==> src/logic/mem_pkg.sv <==
package mem_pkg;

    // Widths of the request and reply fields
    localparam int line_bits = 128;                // One cache line
    localparam int addr_bits = 32;
    localparam int op_bits   = 3;
    localparam int id_bits   = 2;

    // Operation codes
    localparam logic [op_bits-1:0] op_noop  = 3'd0;
    localparam logic [op_bits-1:0] op_reply = 3'd2;  // Memory answer to a read
    localparam logic [op_bits-1:0] op_rd    = 3'd3;
    localparam logic [op_bits-1:0] op_wr    = 3'd4;
    localparam logic [op_bits-1:0] op_inv   = 3'd5;  // Served as a read by the banks
    localparam logic [op_bits-1:0] op_upd   = 3'd6;
    localparam logic [op_bits-1:0] op_rwitm = 3'd7;  // Served as a read by the banks

    // Source id that memory puts on its replies
    localparam logic [id_bits-1:0] mem_id = 2'd3;

    // Line index inside one bank
    localparam int index_lsb  = 5;
    localparam int index_bits = 12;                // 4096 lines per bank

    // Bank decode, the select field sits just above the index
    localparam int num_banks     = 2;
    localparam int bank_sel_bits = $clog2(num_banks);
    localparam int bank_sel_lsb  = 17;

    // Cycles from acceptance to the reply register
    localparam int bank_latency = 6;

endpackage

==> src/logic/reply_merge.sv <==
module reply_merge (
    input  logic                                               clk,
    input  logic                                               rst,
    input  logic [mem_pkg::num_banks-1:0]                      rep_valid,
    input  logic [mem_pkg::num_banks-1:0][mem_pkg::addr_bits-1:0] rep_addr,
    input  logic [mem_pkg::num_banks-1:0][mem_pkg::op_bits-1:0]   rep_op,
    input  logic [mem_pkg::num_banks-1:0][mem_pkg::id_bits-1:0]   rep_dest,
    input  logic [mem_pkg::num_banks-1:0][mem_pkg::line_bits-1:0] rep_data,
    output logic                                               resp_valid,
    output logic [mem_pkg::addr_bits-1:0]                      resp_addr,
    output logic [mem_pkg::op_bits-1:0]                        resp_op,
    output logic [mem_pkg::id_bits-1:0]                        resp_dest,
    output logic [mem_pkg::line_bits-1:0]                      resp_data
);

    // One holder per bank
    logic [mem_pkg::num_banks-1:0]                          full;
    logic [mem_pkg::num_banks-1:0][mem_pkg::addr_bits-1:0]  h_addr;
    logic [mem_pkg::num_banks-1:0][mem_pkg::op_bits-1:0]    h_op;
    logic [mem_pkg::num_banks-1:0][mem_pkg::id_bits-1:0]    h_dest;
    logic [mem_pkg::num_banks-1:0][mem_pkg::line_bits-1:0]  h_data;

    logic [mem_pkg::bank_sel_bits-1:0] ptr;       // Round-robin start
    logic [mem_pkg::bank_sel_bits-1:0] pick;
    logic [mem_pkg::bank_sel_bits-1:0] pick_next;
    logic                              pick_ok;

    // First full holder at or after ptr
    always_comb begin
        logic [mem_pkg::bank_sel_bits:0] idx;
        pick    = ptr;
        pick_ok = 1'b0;
        for (int k = 0; k < mem_pkg::num_banks; k++) begin
            idx = {1'b0, ptr} + k[mem_pkg::bank_sel_bits:0];
            if (idx >= mem_pkg::num_banks) begin
                idx = idx - (mem_pkg::bank_sel_bits + 1)'(mem_pkg::num_banks);
            end
            if (!pick_ok && full[idx[mem_pkg::bank_sel_bits-1:0]]) begin
                pick    = idx[mem_pkg::bank_sel_bits-1:0];
                pick_ok = 1'b1;
            end
        end
    end

    // Pointer moves past the chosen bank, with wrap
    assign pick_next = (pick == (mem_pkg::bank_sel_bits)'(mem_pkg::num_banks - 1)) ?
                       '0 : pick + 1'b1;

    always_ff @(posedge clk) begin
        if (rst) begin
            full       <= '0;
            ptr        <= '0;
            resp_valid <= 1'b0;
        end else begin
            for (int i = 0; i < mem_pkg::num_banks; i++) begin
                if (rep_valid[i]) begin
                    full[i] <= 1'b1;                // New pulse wins over a clear
                end else if (pick_ok && (pick == i[mem_pkg::bank_sel_bits-1:0])) begin
                    full[i] <= 1'b0;
                end
            end
            if (pick_ok) begin
                ptr <= pick_next;
            end
            resp_valid <= pick_ok;
        end
    end

    always_ff @(posedge clk) begin
        for (int i = 0; i < mem_pkg::num_banks; i++) begin
            if (rep_valid[i]) begin
                h_addr[i] <= rep_addr[i];
                h_op[i]   <= rep_op[i];
                h_dest[i] <= rep_dest[i];
                h_data[i] <= rep_data[i];
            end
        end
    end

    always_ff @(posedge clk) begin
        if (pick_ok) begin
            resp_addr <= h_addr[pick];
            resp_op   <= h_op[pick];
            resp_dest <= h_dest[pick];
            resp_data <= h_data[pick];
        end
    end

endmodule

==> config.mk <==
export PLATFORM = sky130hd
export DESIGN_NAME = reply_merge
export DESIGN_NICKNAME = d
export VERILOG_FILES = /design/src/logic/mem_pkg.sv /design/src/logic/reply_merge.sv
export SDC_FILE = /design/constraint.sdc
export NUM_CORES = 1
export LEC_CHECK = 0
export BUFFER_PORTS_ARGS = -buffer_cell sky130_fd_sc_hd__buf_4
export CORE_AREA = 2 2 192 194
export CTS_CLUSTER_SIZE = 25
export DETAILED_ROUTE_END_ITERATION = 8
export DIE_AREA = 0 0 194 196
export GPL_ROUTABILITY_DRIVEN = 0
export GPL_TIMING_DRIVEN = 0
export HOLD_SLACK_MARGIN = 0.15
export PLACE_DENSITY = 0.83
export SKIP_LAST_GASP = 1
export SYNTH_ARGS = -nofsm -noshare
export SYNTH_HDL_FRONTEND = slang
export SYNTH_SLANG_ARGS = --single-unit
export TNS_END_PERCENT = 30
==> constraint.sdc <==
create_clock -name clk -period 4.4 [get_ports clk]
set_clock_uncertainty 0.2 [all_clocks]
set_input_delay 0.44 -clock clk [delete_from_list [all_inputs] [get_ports clk]]
set_output_delay 0.44 -clock clk [all_outputs]
set_load 0.02 [all_outputs]
==> results of run 1 <==
path summary, 6_finish.rpt:
| path | to | cells after the start |
|---|---|---|
| hold / removal | h_data[182] | 1 |
| hold reg to reg | resp_data[98] | 1 |
| setup / recovery | resp_data[84] | 2 |
| setup reg to reg | resp_data[84] | 2 |
through the flow:
step	util [%]	std cells
after global routing	74.1	2087
final	74.1	2087
after CTS	74.1	2084
after detailed placement	60.7	1664
after floorplan	-	693
after global placement	60.3	1660
state kept, by name, indices dropped and copies added, names as in the netlist:
| name | flops |
|---|---|
| ptr | 1 |
| h_addr | 64 |
| resp_data | 128 |
| resp_addr | 32 |
| h_data | 256 |
| resp_op | 3 |
| full | 2 |
| h_dest | 4 |
| resp_valid | 1 |
| h_op | 6 |
| resp_dest | 2 |
cells by family after synthesis:
kind of cell    count (synthesis)  share of synthesized area [%]
compound gates                  3                          0.115
fa+ha+maj                       1                         0.0646
buf+inv                        20                           1.17
flops                         499                           85.7
mux                           165                           12.8
simple gates                    5                          0.136
power by group through the flow:
stage	sequential (mW)	combinational (mW)	clock (mW)
after floorplan	6.13	0.394	0
after global placement	5.95	1.22	0
after detailed placement	5.96	1.27	0
after CTS	5.87	1.53	4.03
after global routing	5.92	1.64	4.32
final	5.89	1.57	4.07
cells in the final DEF, fill, tap and decap left out:
cell and count:
clkinv_4 1, nor2_1 3, inv_2 2, bufinv_16 3, buf_4 497, dfxtp_1 4
inv_6 1, buf_6 17, clkinv_2 6, a211oi_1 1, diode_2 3, edfxtp_1 495
inv_8 1, nor2b_1 1, a31oi_1 2, buf_8 2, mux2_2 15, clkbuf_1 10
maj3_2 1, mux2_1 50, dlygate4sd3_1 332, mux2_4 100, buf_16 4, buf_2 1
clkbuf_16 51, clkinv_1 15, or2_4 1
layer usage:
| metal | vias to the layer above | global-route usage, % |
|---|---|---|
| met5 | - | 0 |
| met4 | 2 | 11.8 |
| met3 | 125 | 7.39 |
| met2 | 620 | 48.6 |
| met1 | 5186 | 29.5 |
| li1 | 4569 | - |
cell type report:
| class | count | area [um2] |
|---|---|---|
| Antenna cell | 3 | 7.51 |
| Buffer | 18 | 196 |
| Sequential cell | 499 | 14900 |
| Multi-Input combinational cell | 174 | 2290 |
| Tap cell | 468 | 586 |
| Inverter | 2 | 7.51 |
| Clock buffer | 61 | 1310 |
| Timing Repair Buffer | 835 | 7190 |
| Clock inverter | 27 | 205 |
| Fill cell | 1857 | 9340 |
worst reg2reg max path: cells and delay by family, from the launching register on:
family / cells / cell delay (ns)
DFF: 1 / 0.41
buffers and inverters: 1 / 0.39
and+or+nand+nor: 1 / 0.77
synthesized netlist by cell type, drive strengths merged:
cell and count:
a211oi 1, a31oi 2, buf 18, dfxtp 4
edfxtp 495, inv 2, maj3 1, mux2 165
nor2 3, nor2b 1, or2 1
what timing repair did:
item | in CTS | in global routing
buffers inserted | 0 | 0
hold endpoints to repair | 385 | 0
hold buffers | 332 | 0
==> run summary, run 1 <==
Starting density of the core = 48.3%
Final #Nets = 1913
Hold Crit Class = in -> reg
Dpl hpwl = 26700 um
Die X-Extent = 194 um
Worst EP arrival = 2.18 ns
First-pass GRT wire length = 74500 um
CP Buf/Inv Count = 1
CP Data Required Time = 4.43 ns
Place WS = 2.28 ns
Fin Setup TNS = 0 ns
Status = completed
Syn avg cell area = 25.2 um2
Clock latency on the worst-skew pair = 0.56 ns
Die Y = 196 um
P_sw = 2.66 mW
Clk slew on worst S/H paths = 0.06 ns
Worst Path Max Fanout = 63
RSZ-0062 raised after global routing = no
Pleak = 10.7 nW
Clock root buffer = clkbuf_16
H-Tree Depth = 2
Net count after synthesis = 1027
P&R area growth vs syn = 53.4%
Post-cts resize count = 0
Clock sink count = 499
Met1 wire length = 17800 um
Core area = 0.0361 mm2
Final hold slack = 0.187 ns
Rows = 70
Peak Freq = 466 MHz
DRT Pass-1 Iters = 4
Post-synthesis cell count = 693
Distinct cell type count after synthesis = 14
Critical R2R Launch = full[0]
Synthesized flop and latch total = 499
Metal3 WL = 4400 um
Period utilisation layout = 48.8%
Grt ovf = 0
HP Start = rep_valid[1]
Drt drc = 0
Top cells by area, synth = edfxtp_1, mux2_4, mux2_1
Total power = 11.5 mW
Seq/Total Area, Yosys = 85.7%
VDD IR max = 0.000428 V
Slowest stage delay, CP = 0.77 ns
Max cap viols = 0
Post-route ant nets = 0
Area leader, netlist = edfxtp_1
Int Power = 8.88 mW
Pins Over Slew Limit = 0
Final setup violation count = 0
Vias per cell = 5.03
Top Layer Used = met5
CTS tree = built
Pin count of the biggest net entering global routing = 116
Met2 wire len = 27500 um
Initial antenna violation count = 4
Post-route setup slack = 2.25 ns
Critical Path Start = full[0]
Placed cell area = 0.0219 mm2
Vias post-DR = 10.5k
Finished Cell Area = 0.0267 mm2
Top delay family on crit path = simple AND/OR/NAND/NOR gates
Max_slew headroom = 38.1%
Routed WL = 51800 um
PortBufs = 499
Reg2reg setup slack = 2.25 ns
DR iter-0 viols = 547
Final hold vios = 0
Vias in the first global route = 11.9k
Clk buf depth = 3
Number of synthesis warnings = 0
Endpoint class of the critical path = flop
Sw frac = 23.1%
Share of layout cells above drive strength 1 = 43.5%
GRT Total Usage = 26.8%
Crit path cell chain = or2_4 > buf_16
Worst Tran Pin Value = 0.929 ns
Clock power share = 35.3%
Register share of total power = 51.1%
CP Class = reg -> reg
Total CTS buffers = 49
DR WL/cell = 24.8 um
Netlist Area Pre-Place = 0.0174 mm2
Die ar. = 0.0380 mm2
Comb power frac = 13.6%
Synth top area share = 85.2%
Worst Setup Start Kind = flop
Min Tclk post-route = 2.15 ns
Power per cell area = 431 mW/mm2
Boundary pin count = 500
CP max stage cell = or2_4
(Power assumes the default switching activity.)
==> run 2: changes to the inputs <==
==> constraint.sdc (replaced) <==
create_clock -name clk -period 2.2 [get_ports clk]
set_clock_uncertainty 0.2 [all_clocks]
set_input_delay 0.22 -clock clk [delete_from_list [all_inputs] [get_ports clk]]
set_output_delay 0.22 -clock clk [all_outputs]
set_load 0.02 [all_outputs]
==> run summary, run 2 <==
Status = stopped before the end
Last stage the flow got to = clock tree synthesis (4_1_cts)
Error = [ERROR RSZ-0060] Max buffer count reached.
Dpl hpwl = 26300 um (-1.4%)
Prevailing post-synth register cell = edfxtp_1
Post-synth EDFFs = 495 (unchanged)
Die Y = 196 um (unchanged)
Post-CTS Setup Bufs = 0 (unchanged)
Top cells by area, synth = edfxtp_1, mux2_4, mux2_1
Boundary pin count = 500 (unchanged)
Total CTS buffers = 50 (+2.0%)
Area leader, netlist = edfxtp_1
Rows = 70 (unchanged)
Commonest cells post-synth = edfxtp_1, mux2_4, mux2_1
Post-synthesis cell count = 693 (unchanged)
PortBufs = 499 (unchanged)
Post-cts resize count = 0 (unchanged)
Seq/Total Area, Yosys = 85.7% (unchanged)
Synth top area share = 85.2% (unchanged)
H-Tree Depth = 2 (unchanged)
Distinct cell type count after synthesis = 14 (unchanged)
Starting density of the core = 48.3% (unchanged)
Clock sink count = 499 (unchanged)
Syn avg cell area = 25.2 um2 (unchanged)
Count leader, synth = edfxtp_1
Hold_buf cts = 351 (+5.7%)
Synthesized flop and latch total = 499 (unchanged)
Clk buf depth = 3 (unchanged)
Net count after synthesis = 1027 (unchanged)
Netlist Area Pre-Place = 0.0174 mm2 (unchanged)
Die X-Extent = 194 um (unchanged)
Clock root buffer = clkbuf_16
Post-synth ARST share = 0% (unchanged)
Number of synthesis warnings = 0 (unchanged)
==> run 2: cell counts after synthesis <==
Identical to the previous run, type by type.
==> run 2: stage by stage <==
step / TNS (ns) / setup WS, ns / cells / instance area [um2] / hold slack (ns)
3_5_place_dp: 0 / 0.0934 / 1664 / 21900 / 0.199
3_3_place_gp: -231.61 / -0.686 / 1660 / 21800 / 0.198
2_1_floorplan: -0.305 / -0.00185 / 693 / 17400 / 0.0850
==> run 2: logic make-up after synthesis <==
family                     share of synthesized area, %
DFF                                                85.7
muxes                                              12.8
buffers and inverters                              1.17
and+or+nand+nor                                   0.136
AOI/OAI and AO/OA                                 0.115
adders and majority gates                        0.0646
==> run 3: changes to the inputs <==
--- a/config.mk
+++ b/config.mk
@@ -6,14 +6,12 @@
 export NUM_CORES = 1
 export LEC_CHECK = 0
 export BUFFER_PORTS_ARGS = -buffer_cell sky130_fd_sc_hd__buf_4
-export CORE_AREA = 2 2 192 194
-export CTS_CLUSTER_SIZE = 25
+export CORE_MARGIN = 2
+export CORE_UTILIZATION = 40
 export DETAILED_ROUTE_END_ITERATION = 8
-export DIE_AREA = 0 0 194 196
 export GPL_ROUTABILITY_DRIVEN = 0
 export GPL_TIMING_DRIVEN = 0
-export HOLD_SLACK_MARGIN = 0.15
-export PLACE_DENSITY = 0.83
+export PLACE_DENSITY_LB_ADDON = 0.15
 export SKIP_LAST_GASP = 1
 export SYNTH_ARGS = -nofsm -noshare
 export SYNTH_HDL_FRONTEND = slang
==> run summary, run 3 (same netlist as run 1, synthesis figures left out) <==
CP Data Required Time = 2.25 ns
GRT Total Usage = 19.0%
Clock latency on the worst-skew pair = 0.58 ns
Final #Nets = 1918
Starting density of the core = 40.5% (-7.8 points)
Grt ovf = 0
Finished Core Util = 62.5%
Total CTS buffers = 52 (+4.0%)
Rows = 76 (+8.6%)
Core area = 0.0431 mm2
Initial antenna violation count = 7
P_sw = 5.00 mW
Commonest non-fill, non-tap cell in the layout = buf_4
Final hold slack = 0.151 ns
Clock sink count = 499 (unchanged)
Crit path cell chain = or2_4 > buf_16 > buf_16
H-Tree Depth = 2 (unchanged)
Worst Tran Pin Value = 0.799 ns
Period utilisation layout = 89.6%
Area of the multi-input gates = 0.00229 mm2
Max cap viols = 0
Post-Layout Cell Count = 2208
CP Buf/Inv Count = 2
Endpoint class of the critical path = flop
First-pass GRT wire length = 63400 um
Final hold vios = 0
Slowest stage delay, CP = 0.44 ns
Reg2reg setup slack = 0.23 ns
CP most frequent cell = buf_16
CTS tree = built
Hold Crit Class = in -> reg
Min Tclk post-route = 1.97 ns
Worst EP arrival = 2.02 ns
Clk slew on worst S/H paths = 0.06 ns
Pin count of the biggest net entering global routing = 85
Fill cells = 3086
PortBufs = 499 (unchanged)
Power per cell area = 846 mW/mm2
Pleak = 10.7 nW
Total power = 22.8 mW
Status = completed
Pins Over Slew Limit = 0
P&R area growth vs syn = 54.5%
DR WL/cell = 20.0 um
Final setup violation count = 0
Top delay family on crit path = buffers and inverters
Worst Setup Start Kind = flop
Boundary pin count = 500 (unchanged)
Vias post-DR = 9959
Vias per cell = 4.51
Worst Path Max Fanout = 45
VDD IR max = 0.000667 V
Clock power share = 35.3%
Largest register FFs = 256
Peak Freq = 507 MHz
CP Class = reg -> reg
Sw frac = 21.9%
Vias in the first global route = 10.8k
DRT Pass-1 Iters = 4
Most frequent cells in the layout = buf_4, edfxtp_1, dlygate4sd3_1, mux2_4, clkbuf_16
Cells after DPL = 1782 (+7.1%)
Comb power frac = 13.4%
Most flops, register = h_data
Max_slew headroom = 46.7%
DR iter-0 viols = 522
Register share of total power = 51.3%
Int Power = 17.8 mW
Routed WL = 44200 um
Clk buf depth = 3 (unchanged)
Reg area = 0.0149 mm2
RSZ-0062 raised after global routing = no
Dpl hpwl = 27900 um (+6.3%)
Post-route ant nets = 0
CP max stage cell = or2_4
Post-cts resize count = 0 (unchanged)
Die X-Extent = 213 um (+9.7%)
Share of layout cells above drive strength 1 = 43.5%
Die ar. = 0.0453 mm2
Fin Setup TNS = 0 ns
Die Y = 213 um (+8.6%)
Clock root buffer = clkbuf_16
Largest regs = h_data (256), resp_data (128), h_addr (64)
Drt drc = 0
[run 3: repair_timing]
item                                   CTS  global route
buffers inserted                         0             0
endpoints found under the hold margin  446             0
hold buffers                           333             0
[run 3: layout make-up]
cell class / instances / area share (%)
flip-flops and latches: 499 / 55.5
clock buffers: 71 / 5.17
well taps: 585 / 2.72
inverters: 2 / 0.0279
multi-input cells: 174 / 8.50
clock inverters: 17 / 0.469
repair buffers: 837 / 26.8
plain buffers: 18 / 0.729
diodes: 5 / 0.0464
[run 3: path summary, 6_finish.rpt]
path	startpoint	to	cells past startpoint
worst max-delay path	full[1]	resp_data[39]	3
worst max register to register	full[1]	resp_data[39]	3
worst min-delay path	rep_data[216]	h_data[216]	2
worst min register to register	full[1]	ptr	1
[run 3: stage by stage]
step | cell area [um2] | setup WS, ns
finish | 26900 | 0.229
global route | 26900 | 0.121
CTS | 26900 | 0.184
detailed placement | 22100 | 0.207
global placement | 21900 | -0.828
floorplan | 17400 | -0.00185
[run 3: power groups by stage]
stage	Combinational, mW	Clock [mW]	Sequential (mW)
floorplan	0.789	0	12.3
global placement	2.49	0	11.9
detailed placement	2.56	0	11.9
CTS	3.08	8.26	11.7
global route	3.24	8.60	11.8
finish	3.06	8.03	11.7
[run 3: layer usage]
metal  up-vias  track usage [%]  wire length, um
met4         4             6.22              981
li1       4577                -                -
met2       385             32.3            22000
met1      4919             22.8            17300
met5         -                0               24
met3        74             6.32             3940
==> run 4: changes to the inputs <==
--- a/config.mk
+++ b/config.mk
@@ -8,10 +8,10 @@
 export BUFFER_PORTS_ARGS = -buffer_cell sky130_fd_sc_hd__buf_4
 export CORE_MARGIN = 2
 export CORE_UTILIZATION = 40
+export CTS_CLUSTER_SIZE = 40
 export DETAILED_ROUTE_END_ITERATION = 8
 export GPL_ROUTABILITY_DRIVEN = 0
 export GPL_TIMING_DRIVEN = 0
-export PLACE_DENSITY_LB_ADDON = 0.15
 export SKIP_LAST_GASP = 1
 export SYNTH_ARGS = -nofsm -noshare
 export SYNTH_HDL_FRONTEND = slang
==> run summary, run 4 (same netlist as run 1, synthesis figures left out) <==
Rows = 76 (unchanged)
Final hold vios = 0 (unchanged)
Die Y = 213 um (unchanged)
Max cap viols = 0 (unchanged)
Most flops, register = h_data
Post-Layout Cell Count = 2215 (+0.32%)
Die X-Extent = 213 um (unchanged)
Clock latency on the worst-skew pair = 0.59 ns (about the same)
Worst Path Max Fanout = 10 (-78%)
Vias post-DR = 9907 (-0.52%)
Clock sink count = 499 (unchanged)
Period utilisation layout = 89.2% (-0.44 points)
Worst Tran Pin Value = 0.748 ns (-0.0515 ns)
Final hold slack = 0.143 ns (-0.00807 ns)
VDD IR max = 0.000674 V (+1.1%)
P&R area growth vs syn = 54.7%
Fill cells = 3004 (-2.7%)
Final #Nets = 1917 (-0.052%)
Post-route ant nets = 0 (unchanged)
Boundary pin count = 500 (unchanged)
Fin Setup TNS = 0 ns (unchanged)
PortBufs = 499 (unchanged)
CP Data Required Time = 2.31 ns (+0.06 ns)
Starting density of the core = 40.5% (unchanged)
Endpoint class of the critical path = flop
Dpl hpwl = 27400 um (-1.9%)
Vias per cell = 4.47 (-0.84%)
Drt drc = 0 (unchanged)
Min Tclk post-route = 1.96 ns (-0.00973 ns)
Final setup violation count = 0 (unchanged)
Share of layout cells above drive strength 1 = 43.8% (+0.30 points)
Grt ovf = 0 (unchanged)
Pleak = 10.8 nW (+0.27%)
Core area = 0.0431 mm2 (unchanged)
DR WL/cell = 19.8 um (-1.2%)
Post-cts resize count = 0 (unchanged)
Status = completed
Clk slew on worst S/H paths = 0.06 ns (about the same)
Total CTS buffers = 51 (-1.9%)
Commonest non-fill, non-tap cell in the layout = buf_4
CTS tree = built
RSZ-0062 raised after global routing = no
Power per cell area = 848 mW/mm2 (+0.29%)
Clk buf depth = 3 (unchanged)
GRT Total Usage = 18.9% (-0.099 points)
Vias in the first global route = 10.9k (+1.3%)
Pin count of the biggest net entering global routing = 94 (+11%)
Most frequent cells in the layout = buf_4, edfxtp_1, dlygate4sd3_1, mux2_4, clkbuf_16
Peak Freq = 510 MHz (+0.50%)
Routed WL = 43800 um (-0.89%)
DR iter-0 viols = 463 (-11%)
Initial antenna violation count = 6 (-1)
Finished Core Util = 62.6% (+0.084 points)
CP Class = reg -> reg
H-Tree Depth = 2 (unchanged)
Worst Setup Start Kind = flop
Largest regs = h_data (256), resp_data (128), h_addr (64)
Cells after DPL = 1782 (unchanged)
Hold Crit Class = in -> reg
First-pass GRT wire length = 63100 um (-0.51%)
Pins Over Slew Limit = 0 (unchanged)
Die ar. = 0.0453 mm2 (unchanged)
DRT Pass-1 Iters = 4 (unchanged)
Largest register FFs = 256 (unchanged)
Max_slew headroom = 50.1% (+3.4 points)
Worst EP arrival = 2.07 ns (+0.05 ns)
Clock root buffer = clkbuf_16
[run 4: cell types whose count changed in the layout (fill, tap and decap cells not counted)]
cell / delta
inv_6: +4
clkbuf_16: -2
clkinv_1: +9
clkbuf_1: -10
bufinv_16: +1
clkinv_2: +5
[run 4: cell type report]
type                            instances  area, um2  area share [%]
Antenna cell                            5       12.5          0.0464
Buffer                                 18        196           0.728
Clock buffer                           59       1310            4.84
Clock inverter                         36        250           0.928
Inverter                                2       7.51          0.0278
Multi-Input combinational cell        174       2290            8.49
Sequential cell                       499      14900            55.4
Tap cell                              585        732            2.71
Timing Repair Buffer                  837       7230            26.8
[run 4: stage by stage]
step / setup WS, ns / instance area, um2 / total power [mW]
2_1_floorplan: -0.00185 / 17400 / 13.0
3_3_place_gp: -0.818 / 21900 / 14.4
3_5_place_dp: 0.232 / 22100 / 14.4
4_1_cts: 0.224 / 27000 / 23.1
5_1_grt: 0.173 / 27000 / 23.7
6_report: 0.238 / 27000 / 22.9
[run 4: metal layers]
layer	vias to the layer above	GRT usage (%)	part of all wire (%)
met1	4881	20.7	37
met4	2	6.82	3.2
li1	4587	-	-
met2	344	33.5	52
met3	93	7.12	8.5
met5	-	0	0.030
[run 4: critical path: stages (launching register included)]
cell     delay [ns]
dfxtp_1        0.38
inv_2          0.05
maj3_2         0.34
buf_6          0.18
buf_6          0.16
mux2_1         0.36
[run 4: timing repair]
item,in CTS,in global routing
setup endpoints to repair,0,0
endpoints found under the hold margin,461,0
setup buffers,0,0
hold buffers,333,0
[run 4: final timing paths]
| path | startpoint | endpoint | slack (ns) | depth (start not counted) |
|---|---|---|---|---|
| worst max-delay path | ptr | resp_data[107] | 0.24 | 5 |
| worst min-delay path | rep_data[178] | h_data[178] | 0.14 | 2 |
| worst max register to register | ptr | resp_data[107] | 0.24 | 5 |
| worst min register to register | full[1] | ptr | 0.30 | 1 |
[run 4: where the power goes]
part | switching (mW) | internal [mW] | leakage (nW)
sequential | 0.225 | 11.5 | 4.87
combinational | 1.35 | 1.70 | 5.12
clock | 3.54 | 4.60 | 0.766
